==> config.mk <==
export PLATFORM = sky130hd
export DESIGN_NAME = csr_file_top
export DESIGN_NICKNAME = d
export VERILOG_FILES = /design/src/verilog/csr_pkg.sv /design/src/verilog/csr_access.sv /design/src/verilog/csr_trap_regs.sv /design/src/verilog/csr_config_regs.sv /design/src/verilog/csr_file_top.sv
export SDC_FILE = /design/constraint.sdc
export NUM_CORES = 1
export LEC_CHECK = 0
export ABC_AREA = 1
export BUFFER_PORTS_ARGS = -buffer_cell sky130_fd_sc_hd__clkbuf_2
export CAP_MARGIN = 0
export CORE_UTILIZATION = 30
export DETAILED_ROUTE_END_ITERATION = 16
export MAX_ROUTING_LAYER = met4
export PLACE_DENSITY = 0.52
export SETUP_SLACK_MARGIN = 0.3
export SLEW_MARGIN = 20
export SYNTH_ARGS = -nofsm -noshare
export SYNTH_HDL_FRONTEND = slang
export SYNTH_SLANG_ARGS = --single-unit
==> constraint.sdc <==
create_clock -name clk -period 1.6 [get_ports clk]
set_clock_uncertainty 0.1 [all_clocks]
set_input_delay 0.24 -clock clk [delete_from_list [all_inputs] [get_ports clk]]
set_output_delay 0.24 -clock clk [all_outputs]
set_load 0.02 [all_outputs]
==> src/verilog/csr_pkg.sv <==
// CSR package for the machine-mode CSR file
// Holds addresses, operation codes, register layouts, reset values
// and write masks shared by the access logic and the register blocks

package csr_pkg;

  ////////////////////////////////////////
  // Widths and addresses
  ////////////////////////////////////////

  localparam int unsigned XLEN       = 32;
  localparam int unsigned CSR_ADDR_W = 12;

  localparam logic [CSR_ADDR_W-1:0] CSR_MSTATUS  = 12'h300;
  localparam logic [CSR_ADDR_W-1:0] CSR_MIE      = 12'h304;
  localparam logic [CSR_ADDR_W-1:0] CSR_MTVEC    = 12'h305;
  localparam logic [CSR_ADDR_W-1:0] CSR_MSCRATCH = 12'h340;
  localparam logic [CSR_ADDR_W-1:0] CSR_MEPC     = 12'h341;
  localparam logic [CSR_ADDR_W-1:0] CSR_MCAUSE   = 12'h342;

  // Encoding follows funct3[1:0] of the Zicsr instructions
  typedef enum logic [1:0] {
    CSR_OP_READ  = 2'b00,
    CSR_OP_WRITE = 2'b01,
    CSR_OP_SET   = 2'b10,
    CSR_OP_CLEAR = 2'b11
  } csr_op_e;

  ////////////////////////////////////////
  // Register layouts
  ////////////////////////////////////////

  typedef struct packed {
    logic [18:0] rsv_31_13;
    logic [1:0]  mpp;
    logic [2:0]  rsv_10_8;
    logic        mpie;
    logic [2:0]  rsv_6_4;
    logic        mie;
    logic [2:0]  rsv_2_0;
  } mstatus_t;

  // The mpp and mpie fields mirror the ones in mstatus
  typedef struct packed {
    logic        irq;
    logic        rsv_30;
    logic [1:0]  mpp;
    logic        mpie;
    logic [15:0] rsv_26_11;
    logic [10:0] exccode;
  } mcause_t;

  // One written word, seen as whichever layout the address selects
  typedef union packed {
    mstatus_t as_mstatus;
    mcause_t  as_mcause;
  } csr_word_u;

  ////////////////////////////////////////
  // Privilege, modes and masks
  ////////////////////////////////////////

  localparam logic [1:0] PRIV_M = 2'b11;

  localparam logic [1:0] MTVEC_MODE_DIRECT   = 2'b00;
  localparam logic [1:0] MTVEC_MODE_VECTORED = 2'b01;

  // Software, timer and external interrupt enables
  localparam logic [XLEN-1:0] MIE_WRITE_MASK = 32'h0000_0888;

  ////////////////////////////////////////
  // Reset values
  ////////////////////////////////////////

  localparam mstatus_t MSTATUS_RESET = '{mpp: PRIV_M, default: '0};

  localparam logic [XLEN-1:0] MTVEC_RESET = '0;

endpackage

==> src/verilog/csr_access.sv <==
// CSR access logic
// Decodes the CSR instruction in writeback, returns the old register
// value, computes the new value and raises one write strobe per register

`timescale 1ns/1ps

module csr_access
  import csr_pkg::*;
(
  input  logic                  clk,
  input  logic                  arst_n_i,

  input  logic [CSR_ADDR_W-1:0] addr_i,
  input  csr_op_e               op_i,
  input  logic [XLEN-1:0]       wdata_i,
  input  logic                  valid_i,
  input  logic                  halt_i,
  input  logic                  kill_i,

  input  logic [XLEN-1:0]       mstatus_q_i,
  input  logic [XLEN-1:0]       mcause_q_i,
  input  logic [XLEN-1:0]       mepc_q_i,
  input  logic [XLEN-1:0]       mtvec_q_i,
  input  logic [XLEN-1:0]       mie_q_i,
  input  logic [XLEN-1:0]       mscratch_q_i,

  output logic [XLEN-1:0]       rdata_o,
  output logic                  illegal_o,
  output logic [XLEN-1:0]       wnew_o,
  output logic                  we_mstatus_o,
  output logic                  we_mcause_o,
  output logic                  we_mepc_o,
  output logic                  we_mtvec_o,
  output logic                  we_mie_o,
  output logic                  we_mscratch_o
);

  logic [XLEN-1:0] old_value;
  logic            addr_legal;
  logic            set_or_clear;
  logic            write_en;

  ////////////////////////////////////////
  // Address decode and read multiplexer
  ////////////////////////////////////////

  always_comb begin
    addr_legal = 1'b1;
    case (addr_i)
      CSR_MSTATUS:  old_value = mstatus_q_i;
      CSR_MCAUSE:   old_value = mcause_q_i;
      CSR_MEPC:     old_value = mepc_q_i;
      CSR_MTVEC:    old_value = mtvec_q_i;
      CSR_MIE:      old_value = mie_q_i;
      CSR_MSCRATCH: old_value = mscratch_q_i;
      default: begin
        old_value  = '0;
        addr_legal = 1'b0;
      end
    endcase
  end

  assign rdata_o   = valid_i ? old_value : '0;
  assign illegal_o = valid_i && !addr_legal;

  ////////////////////////////////////////
  // New value and write strobes
  ////////////////////////////////////////

  always_comb begin
    case (op_i)
      CSR_OP_WRITE: wnew_o = wdata_i;
      CSR_OP_SET:   wnew_o = old_value | wdata_i;
      CSR_OP_CLEAR: wnew_o = old_value & ~wdata_i;
      default:      wnew_o = old_value;
    endcase
  end

  assign set_or_clear = (op_i == CSR_OP_SET) || (op_i == CSR_OP_CLEAR);

  // A set or clear with a zero operand is a pure read
  assign write_en = valid_i && !halt_i && !kill_i && addr_legal &&
                    (op_i != CSR_OP_READ) && !(set_or_clear && (wdata_i == '0));

  assign we_mstatus_o  = write_en && (addr_i == CSR_MSTATUS);
  assign we_mcause_o   = write_en && (addr_i == CSR_MCAUSE);
  assign we_mepc_o     = write_en && (addr_i == CSR_MEPC);
  assign we_mtvec_o    = write_en && (addr_i == CSR_MTVEC);
  assign we_mie_o      = write_en && (addr_i == CSR_MIE);
  assign we_mscratch_o = write_en && (addr_i == CSR_MSCRATCH);

  ////////////////////////////////////////
  // Assertions
  ////////////////////////////////////////

  // The stage must not change state while it is halted or killed
  a_no_write_halt_kill:
  assert property (@(posedge clk) disable iff (!arst_n_i)
                   (halt_i || kill_i) |->
                   !(we_mstatus_o || we_mcause_o || we_mepc_o ||
                     we_mtvec_o || we_mie_o || we_mscratch_o))
    else $error("CSR write strobe while writeback is halted or killed");

  a_no_write_zero_operand:
  assert property (@(posedge clk) disable iff (!arst_n_i)
                   (set_or_clear && (wdata_i == '0)) |->
                   !(we_mstatus_o || we_mcause_o || we_mepc_o ||
                     we_mtvec_o || we_mie_o || we_mscratch_o))
    else $error("CSR write strobe for set or clear with zero operand");

  a_strobe_onehot:
  assert property (@(posedge clk) disable iff (!arst_n_i)
                   $onehot0({we_mstatus_o, we_mcause_o, we_mepc_o,
                             we_mtvec_o, we_mie_o, we_mscratch_o}))
    else $error("More than one CSR write strobe active");

endmodule

==> src/verilog/csr_trap_regs.sv <==
// Trap CSRs: mstatus, mcause and mepc
// Handles trap entry and mret, and keeps the mpp and mpie fields
// of mstatus and mcause in one place so they always agree

`timescale 1ns/1ps

module csr_trap_regs
  import csr_pkg::*;
(
  input  logic            clk,
  input  logic            arst_n_i,

  input  logic [XLEN-1:0] wnew_i,
  input  logic            we_mstatus_i,
  input  logic            we_mcause_i,
  input  logic            we_mepc_i,

  input  logic            trap_i,
  input  logic            trap_irq_i,
  input  logic [10:0]     trap_code_i,
  input  logic [XLEN-1:0] trap_pc_i,
  input  logic            mret_i,

  output logic [XLEN-1:0] mstatus_q_o,
  output logic [XLEN-1:0] mcause_q_o,
  output logic [XLEN-1:0] mepc_q_o,
  output logic            global_ie_o
);

  csr_word_u       wword;
  mstatus_t        mstatus_view;
  mcause_t         mcause_view;

  logic            mie_q;
  logic            mpie_q;
  logic            irq_q;
  logic [10:0]     exccode_q;
  logic [XLEN-1:0] mepc_q;

  assign wword = wnew_i;

  ////////////////////////////////////////
  // State update
  ////////////////////////////////////////

  // Trap and mret take priority over any CSR write in the same cycle
  always_ff @(posedge clk or negedge arst_n_i) begin
    if (!arst_n_i) begin
      mie_q     <= MSTATUS_RESET.mie;
      mpie_q    <= MSTATUS_RESET.mpie;
      irq_q     <= 1'b0;
      exccode_q <= '0;
      mepc_q    <= '0;
    end else if (trap_i) begin
      mpie_q    <= mie_q;
      mie_q     <= 1'b0;
      irq_q     <= trap_irq_i;
      exccode_q <= trap_code_i;
      mepc_q    <= {trap_pc_i[XLEN-1:1], 1'b0};
    end else if (mret_i) begin
      mie_q  <= mpie_q;
      mpie_q <= 1'b1;
    end else begin
      if (we_mstatus_i) begin
        mie_q  <= wword.as_mstatus.mie;
        mpie_q <= wword.as_mstatus.mpie;
      end
      if (we_mcause_i) begin
        irq_q     <= wword.as_mcause.irq;
        exccode_q <= wword.as_mcause.exccode;
        mpie_q    <= wword.as_mcause.mpie;
      end
      // Instruction addresses are at least halfword aligned
      if (we_mepc_i) begin
        mepc_q <= {wnew_i[XLEN-1:1], 1'b0};
      end
    end
  end

  ////////////////////////////////////////
  // Register views
  ////////////////////////////////////////

  // Only machine mode exists, so mpp is fixed
  always_comb begin
    mstatus_view      = '0;
    mstatus_view.mie  = mie_q;
    mstatus_view.mpie = mpie_q;
    mstatus_view.mpp  = PRIV_M;

    mcause_view         = '0;
    mcause_view.irq     = irq_q;
    mcause_view.mpp     = PRIV_M;
    mcause_view.mpie    = mpie_q;
    mcause_view.exccode = exccode_q;
  end

  assign mstatus_q_o = mstatus_view;
  assign mcause_q_o  = mcause_view;
  assign mepc_q_o    = mepc_q;
  assign global_ie_o = mie_q;

  ////////////////////////////////////////
  // Assertions
  ////////////////////////////////////////

  a_mpp_machine:
  assert property (@(posedge clk) disable iff (!arst_n_i)
                   (mstatus_view.mpp == PRIV_M) && (mcause_view.mpp == PRIV_M))
    else $error("mpp does not read as machine mode");

  a_mpie_mirror:
  assert property (@(posedge clk) disable iff (!arst_n_i)
                   mstatus_view.mpie == mcause_view.mpie)
    else $error("mstatus.mpie and mcause.mpie disagree");

  a_trap_clears_ie:
  assert property (@(posedge clk) disable iff (!arst_n_i)
                   trap_i |=> !global_ie_o)
    else $error("Global interrupt enable still set after trap entry");

endmodule

==> src/verilog/csr_config_regs.sv <==
// Configuration CSRs: mtvec, mie and mscratch
// Legalizes the mtvec mode and keeps only the implemented mie bits

`timescale 1ns/1ps

module csr_config_regs
  import csr_pkg::*;
(
  input  logic            clk,
  input  logic            arst_n_i,

  input  logic [XLEN-1:0] wnew_i,
  input  logic            we_mtvec_i,
  input  logic            we_mie_i,
  input  logic            we_mscratch_i,

  output logic [XLEN-1:0] mtvec_q_o,
  output logic [XLEN-1:0] mie_q_o,
  output logic [XLEN-1:0] mscratch_q_o,
  output logic [XLEN-1:0] trap_vector_o,
  output logic            mode_vectored_o,
  output logic [XLEN-1:0] mie_o
);

  logic [XLEN-1:0] mtvec_q;
  logic [XLEN-1:0] mie_q;
  logic [XLEN-1:0] mscratch_q;
  logic [1:0]      mode_next;

  // Reserved modes are ignored and the previous mode stays
  assign mode_next = ((wnew_i[1:0] == MTVEC_MODE_DIRECT) ||
                      (wnew_i[1:0] == MTVEC_MODE_VECTORED)) ? wnew_i[1:0] : mtvec_q[1:0];

  always_ff @(posedge clk or negedge arst_n_i) begin
    if (!arst_n_i) begin
      mtvec_q    <= MTVEC_RESET;
      mie_q      <= '0;
      mscratch_q <= '0;
    end else begin
      if (we_mtvec_i) begin
        mtvec_q <= {wnew_i[XLEN-1:2], mode_next};
      end
      if (we_mie_i) begin
        mie_q <= wnew_i & MIE_WRITE_MASK;
      end
      if (we_mscratch_i) begin
        mscratch_q <= wnew_i;
      end
    end
  end

  assign mtvec_q_o    = mtvec_q;
  assign mie_q_o      = mie_q;
  assign mscratch_q_o = mscratch_q;

  // Base address for the trap handler, mode bits stripped
  assign trap_vector_o   = {mtvec_q[XLEN-1:2], 2'b00};
  assign mode_vectored_o = (mtvec_q[1:0] == MTVEC_MODE_VECTORED);
  assign mie_o           = mie_q;

  a_mtvec_mode_legal:
  assert property (@(posedge clk) disable iff (!arst_n_i)
                   (mtvec_q[1:0] == MTVEC_MODE_DIRECT) ||
                   (mtvec_q[1:0] == MTVEC_MODE_VECTORED))
    else $error("mtvec holds a reserved mode");

endmodule

==> src/verilog/csr_file_top.sv <==
// Machine-mode CSR file, top level
// Connects the writeback access logic to the trap and configuration
// register blocks

`timescale 1ns/1ps

module csr_file_top
  import csr_pkg::*;
(
  input  logic                  clk,
  input  logic                  arst_n_i,

  input  logic                  valid_i,
  input  logic                  halt_i,
  input  logic                  kill_i,
  input  logic [CSR_ADDR_W-1:0] addr_i,
  input  csr_op_e               op_i,
  input  logic [XLEN-1:0]       wdata_i,

  input  logic                  trap_i,
  input  logic                  trap_irq_i,
  input  logic [10:0]           trap_code_i,
  input  logic [XLEN-1:0]       trap_pc_i,
  input  logic                  mret_i,

  output logic [XLEN-1:0]       rdata_o,
  output logic                  illegal_o,
  output logic [XLEN-1:0]       mepc_o,
  output logic [XLEN-1:0]       trap_vector_o,
  output logic                  mode_vectored_o,
  output logic [XLEN-1:0]       mie_o,
  output logic                  global_ie_o
);

  logic [XLEN-1:0] wnew;
  logic            we_mstatus;
  logic            we_mcause;
  logic            we_mepc;
  logic            we_mtvec;
  logic            we_mie;
  logic            we_mscratch;

  logic [XLEN-1:0] mstatus_q;
  logic [XLEN-1:0] mcause_q;
  logic [XLEN-1:0] mepc_q;
  logic [XLEN-1:0] mtvec_q;
  logic [XLEN-1:0] mie_q;
  logic [XLEN-1:0] mscratch_q;

  csr_access u_access (
    .clk           (clk),
    .arst_n_i      (arst_n_i),
    .addr_i        (addr_i),
    .op_i          (op_i),
    .wdata_i       (wdata_i),
    .valid_i       (valid_i),
    .halt_i        (halt_i),
    .kill_i        (kill_i),
    .mstatus_q_i   (mstatus_q),
    .mcause_q_i    (mcause_q),
    .mepc_q_i      (mepc_q),
    .mtvec_q_i     (mtvec_q),
    .mie_q_i       (mie_q),
    .mscratch_q_i  (mscratch_q),
    .rdata_o       (rdata_o),
    .illegal_o     (illegal_o),
    .wnew_o        (wnew),
    .we_mstatus_o  (we_mstatus),
    .we_mcause_o   (we_mcause),
    .we_mepc_o     (we_mepc),
    .we_mtvec_o    (we_mtvec),
    .we_mie_o      (we_mie),
    .we_mscratch_o (we_mscratch)
  );

  // Trap and mret pulses override CSR writes inside this block
  csr_trap_regs u_trap_regs (
    .clk          (clk),
    .arst_n_i     (arst_n_i),
    .wnew_i       (wnew),
    .we_mstatus_i (we_mstatus),
    .we_mcause_i  (we_mcause),
    .we_mepc_i    (we_mepc),
    .trap_i       (trap_i),
    .trap_irq_i   (trap_irq_i),
    .trap_code_i  (trap_code_i),
    .trap_pc_i    (trap_pc_i),
    .mret_i       (mret_i),
    .mstatus_q_o  (mstatus_q),
    .mcause_q_o   (mcause_q),
    .mepc_q_o     (mepc_q),
    .global_ie_o  (global_ie_o)
  );

  csr_config_regs u_config_regs (
    .clk             (clk),
    .arst_n_i        (arst_n_i),
    .wnew_i          (wnew),
    .we_mtvec_i      (we_mtvec),
    .we_mie_i        (we_mie),
    .we_mscratch_i   (we_mscratch),
    .mtvec_q_o       (mtvec_q),
    .mie_q_o         (mie_q),
    .mscratch_q_o    (mscratch_q),
    .trap_vector_o   (trap_vector_o),
    .mode_vectored_o (mode_vectored_o),
    .mie_o           (mie_o)
  );

  assign mepc_o = mepc_q;

endmodule

==> results.json <==
{
  "place_area_um2": 9683,
  "slowest_delay_ns": 0.20,
  "clk_pin_slew_ns": 0.08,
  "grt_max_degree": 65,
  "cp_common_cell": "nand2_4",
  "violations": "negative setup slack",
  "rows": 56,
  "required_ns": 1.26,
  "status": "finished with violations",
  "cts_buffer_depth": 2,
  "area_growth_pct": 80.10,
  "fp.dieW_um": 157.6,
  "critical_path_buf_inv_count": 6,
  "dpl.hpwl_um": 20760,
  "grt_pass1_vias": 7861,
  "path_class": "in -> out",
  "clock-sinks": 112,
  "rr_worst_depth": 9,
  "synth_cells": 1042,
  "vias": 8232,
  "core_um2": 23610,
  "post-route-min-period_ns": 1.959,
  "die_h_um": 157.6,
  "intPower_uw": 4691,
  "critPathCaptureType": "output pin",
  "cts_buffers": 9,
  "r2r_start": "u_config_regs.mie_o[11]$_DFFE_PN0P_",
  "reg2reg_to": "u_config_regs.mscratch_q_o[11]$_DFFE_PN0P_",
  "p_per_area_nw_per_um2": 523.3,
  "yosysWarnings": 0,
  "synthTopCellsByArea": "dfrtp_1, nand2_1, buf_4",
  "crit_arrival_ns": 1.62,
  "grt_remaining_overflow": 0,
  "slowest_stage": "nor2_4",
  "cp-startpoint": "addr_i[11]",
  "netlist.area_leader.share": 0.3860,
  "path_depth": 13,
  "cts_tree": "yes",
  "start_util": 0.3075,
  "dp_worst_setup_slack_ns": -0.6541,
  "hp-class": "in -> reg",
  "clock_latency_ns": 0.35,
  "ant_nets": 0,
  "syn_area_per_cell_um2": 6.968,
  "finalSetupViolations": 145,
  "drt_iter0_drc": 398,
  "irDropWorstVdd_uv": 433.8,
  "wl_per_cell_um": 17.54,
  "layout.cells.non_filler": 1720,
  "sw_frac_of_total": 0.3146,
  "cp-start-kind": "primary input",
  "yosysTopAreaCell": "dfrtp_1",
  "hold_viol": 0,
  "path_cells": "clkbuf_16 > inv_12 > nand2_4 > nor2_4 > nand2_4 > nor2_4 > buf_12 > nand2_4 > nand2_2 > inv_2 > buf_6 > a21oi_4 > buf_8",
  "drive_gt1_frac": 0.5917,
  "yosys_register_bits": 112,
  "remaining_drc_errors": 0,
  "r2r_slack_ns": -0.08,
  "yosysSeqAreaShare": 0.3860,
  "max_freq_mhz": 510.5,
  "clock_power_share": 0.326,
  "fin_crit_sh": 1.224,
  "path_delay_family": "buffers and inverters",
  "cts-root-buf": "clkbuf_16",
  "leakagePower_uw": 0.007033,
  "layout_common_cells": "nand2_1, buf_4, clkbuf_2, nand2_2, dfrtp_1",
  "stdcell_area_um2": 13080,
  "routed_via_density": 4.786,
  "fin_nets": 1493,
  "crit_path_end": "rdata_o[7]",
  "p_sw_uw": 2153,
  "die-area_um2": 24830,
  "p_seq_frac": 0.447,
  "diodes": 0,
  "dp.cells": 1618,
  "grt_first_pass_wirelength_um": 44240,
  "comb_power_share": 0.227,
  "max_cap_viol_count": 0,
  "crit_fanout": 6,
  "antenna_found_initial": 0,
  "layout_commonest_cell": "nand2_1",
  "synth_cell_types": 38,
  "grt_use_total": 0.2428,
  "port-buffer-count": 194,
  "wl_um": 30180,
  "rsz0062_at_grt": "true",
  "finalMaxSlewViolations": 0,
  "syn_area_um2": 7261,
  "dr.pass1.iters": 6,
  "worst_slack_ns": -0.3589,
  "cts_max_level": 3,
  "gp_congestion": 0.9009,
  "min_from": "trap_pc_i[3]",
  "pin_count": 228
}
-- sequential cells by signal (all words and copies together), names as in the netlist --
signal                      flops
u_config_regs.mscratch_q_o     32
u_config_regs.mtvec_q_o        32
u_config_regs.mie_o             3
u_trap_regs.global_ie_o         1
u_trap_regs.irq_q               1
u_trap_regs.mepc_q_o           31
u_trap_regs.mpie_q              1
u_trap_regs.exccode_q          11
-- cells by family after synthesis --
kind of cell    count (synthesis)  share of synthesized area
flops                         112                     0.3860
compound gates                169                     0.1356
simple gates                  555                     0.3257
buf+inv                       205                     0.1522
other cells                     1                  0.0005165
-- area by class of cell --
cell class | count | area (um^2)
fill | 2162 | 10540
multi-input combinational | 756 | 4995
timing repair buffer | 415 | 4054
sequential | 112 | 2821
inverter | 98 | 465.4
tap | 319 | 399.1
clock buffer | 10 | 239.0
timing repair inverter | 4 | 58.81
clock inverter | 6 | 43.79
-- worst min path at each step --
stage / end / slack (ns) / cells after the start
5_1_grt: u_trap_regs.exccode_q[6]$_DFFE_PN0P_ / 0.01 / 3
3_5_place_dp: u_trap_regs.mepc_q_o[14]$_DFFE_PN0P_ / -0.002 / 1
2_1_floorplan: u_config_regs.mie_o[11]$_DFFE_PN0P_ / -0.16 / 0
4_1_cts: u_trap_regs.exccode_q[5]$_DFFE_PN0P_ / 0.0003 / 3
6_report: u_trap_regs.mepc_q_o[3]$_DFFE_PN0P_ / 0.007 / 3
3_3_place_gp: u_trap_regs.mepc_q_o[14]$_DFFE_PN0P_ / -0.004 / 1
-- synth_stat cells, drive strengths merged --
library cell  count
nand2           396
o21ai           131
dfrtp           112
inv              98
buf              91
nand3            74
nor2             69
clkbuf           16
o22ai            11
o21a             10
a22oi             9
nand4             6
nor3              6
a21boi            4
a21oi             2
or2               2
a31oi             1
and2              1
conb              1
nand3b            1
o211ai            1
-- power by group through the flow --
stage / clock network (uW) / registers, uW / logic [uW]
CTS: 2290 / 3040 / 1360
global placement: 0 / 3080 / 1240
floorplan: 0 / 3160 / 558
detailed placement: 0 / 3080 / 1240
global route: 2380 / 3070 / 1680
finish: 2230 / 3060 / 1550
-- repair_timing --
action | CTS | global route
hold buffers | 13 | 0
hold endpoints to repair | 124 | 0
buffers inserted | 31 | 28
endpoints found under the setup margin | 166 | 198
gates resized for setup | 237 | 404
gates cloned | 8 | 6
pin swaps | 42 | 107
-- stage by stage --
| step | power [uW] | hold WS [ns] | TNS, ns | utilization |
|---|---|---|---|---|
| 2_1_floorplan | 3718 | -0.1556 | -4.896 | - |
| 3_3_place_gp | 4317 | -0.003690 | -63.22 | 0.4101 |
| 3_5_place_dp | 4323 | -0.001621 | -68.51 | 0.4101 |
| 4_1_cts | 6694 | 0.0003500 | -25.59 | 0.4885 |
| 5_1_grt | 7132 | 0.009607 | -41.64 | 0.5538 |
| 6_report | 6843 | 0.006520 | -33.03 | 0.5538 |
-- worst reg2reg max path, delay by kind of cell, from the launching register on --
family          cells  cell delay, ns
compound gates      2            0.33
buf+inv             4            0.42
flops               1            0.37
simple gates        3            0.38
-- routing by layer --
metal	track usage	share of wire	up-vias
met1	0.3171	0.45	3962
met2	0.3877	0.48	295
met5	-	0	-
li1	-	-	3934
met4	0.06426	0.020	0
met3	0.04188	0.050	41
(Power assumes the default switching activity.)
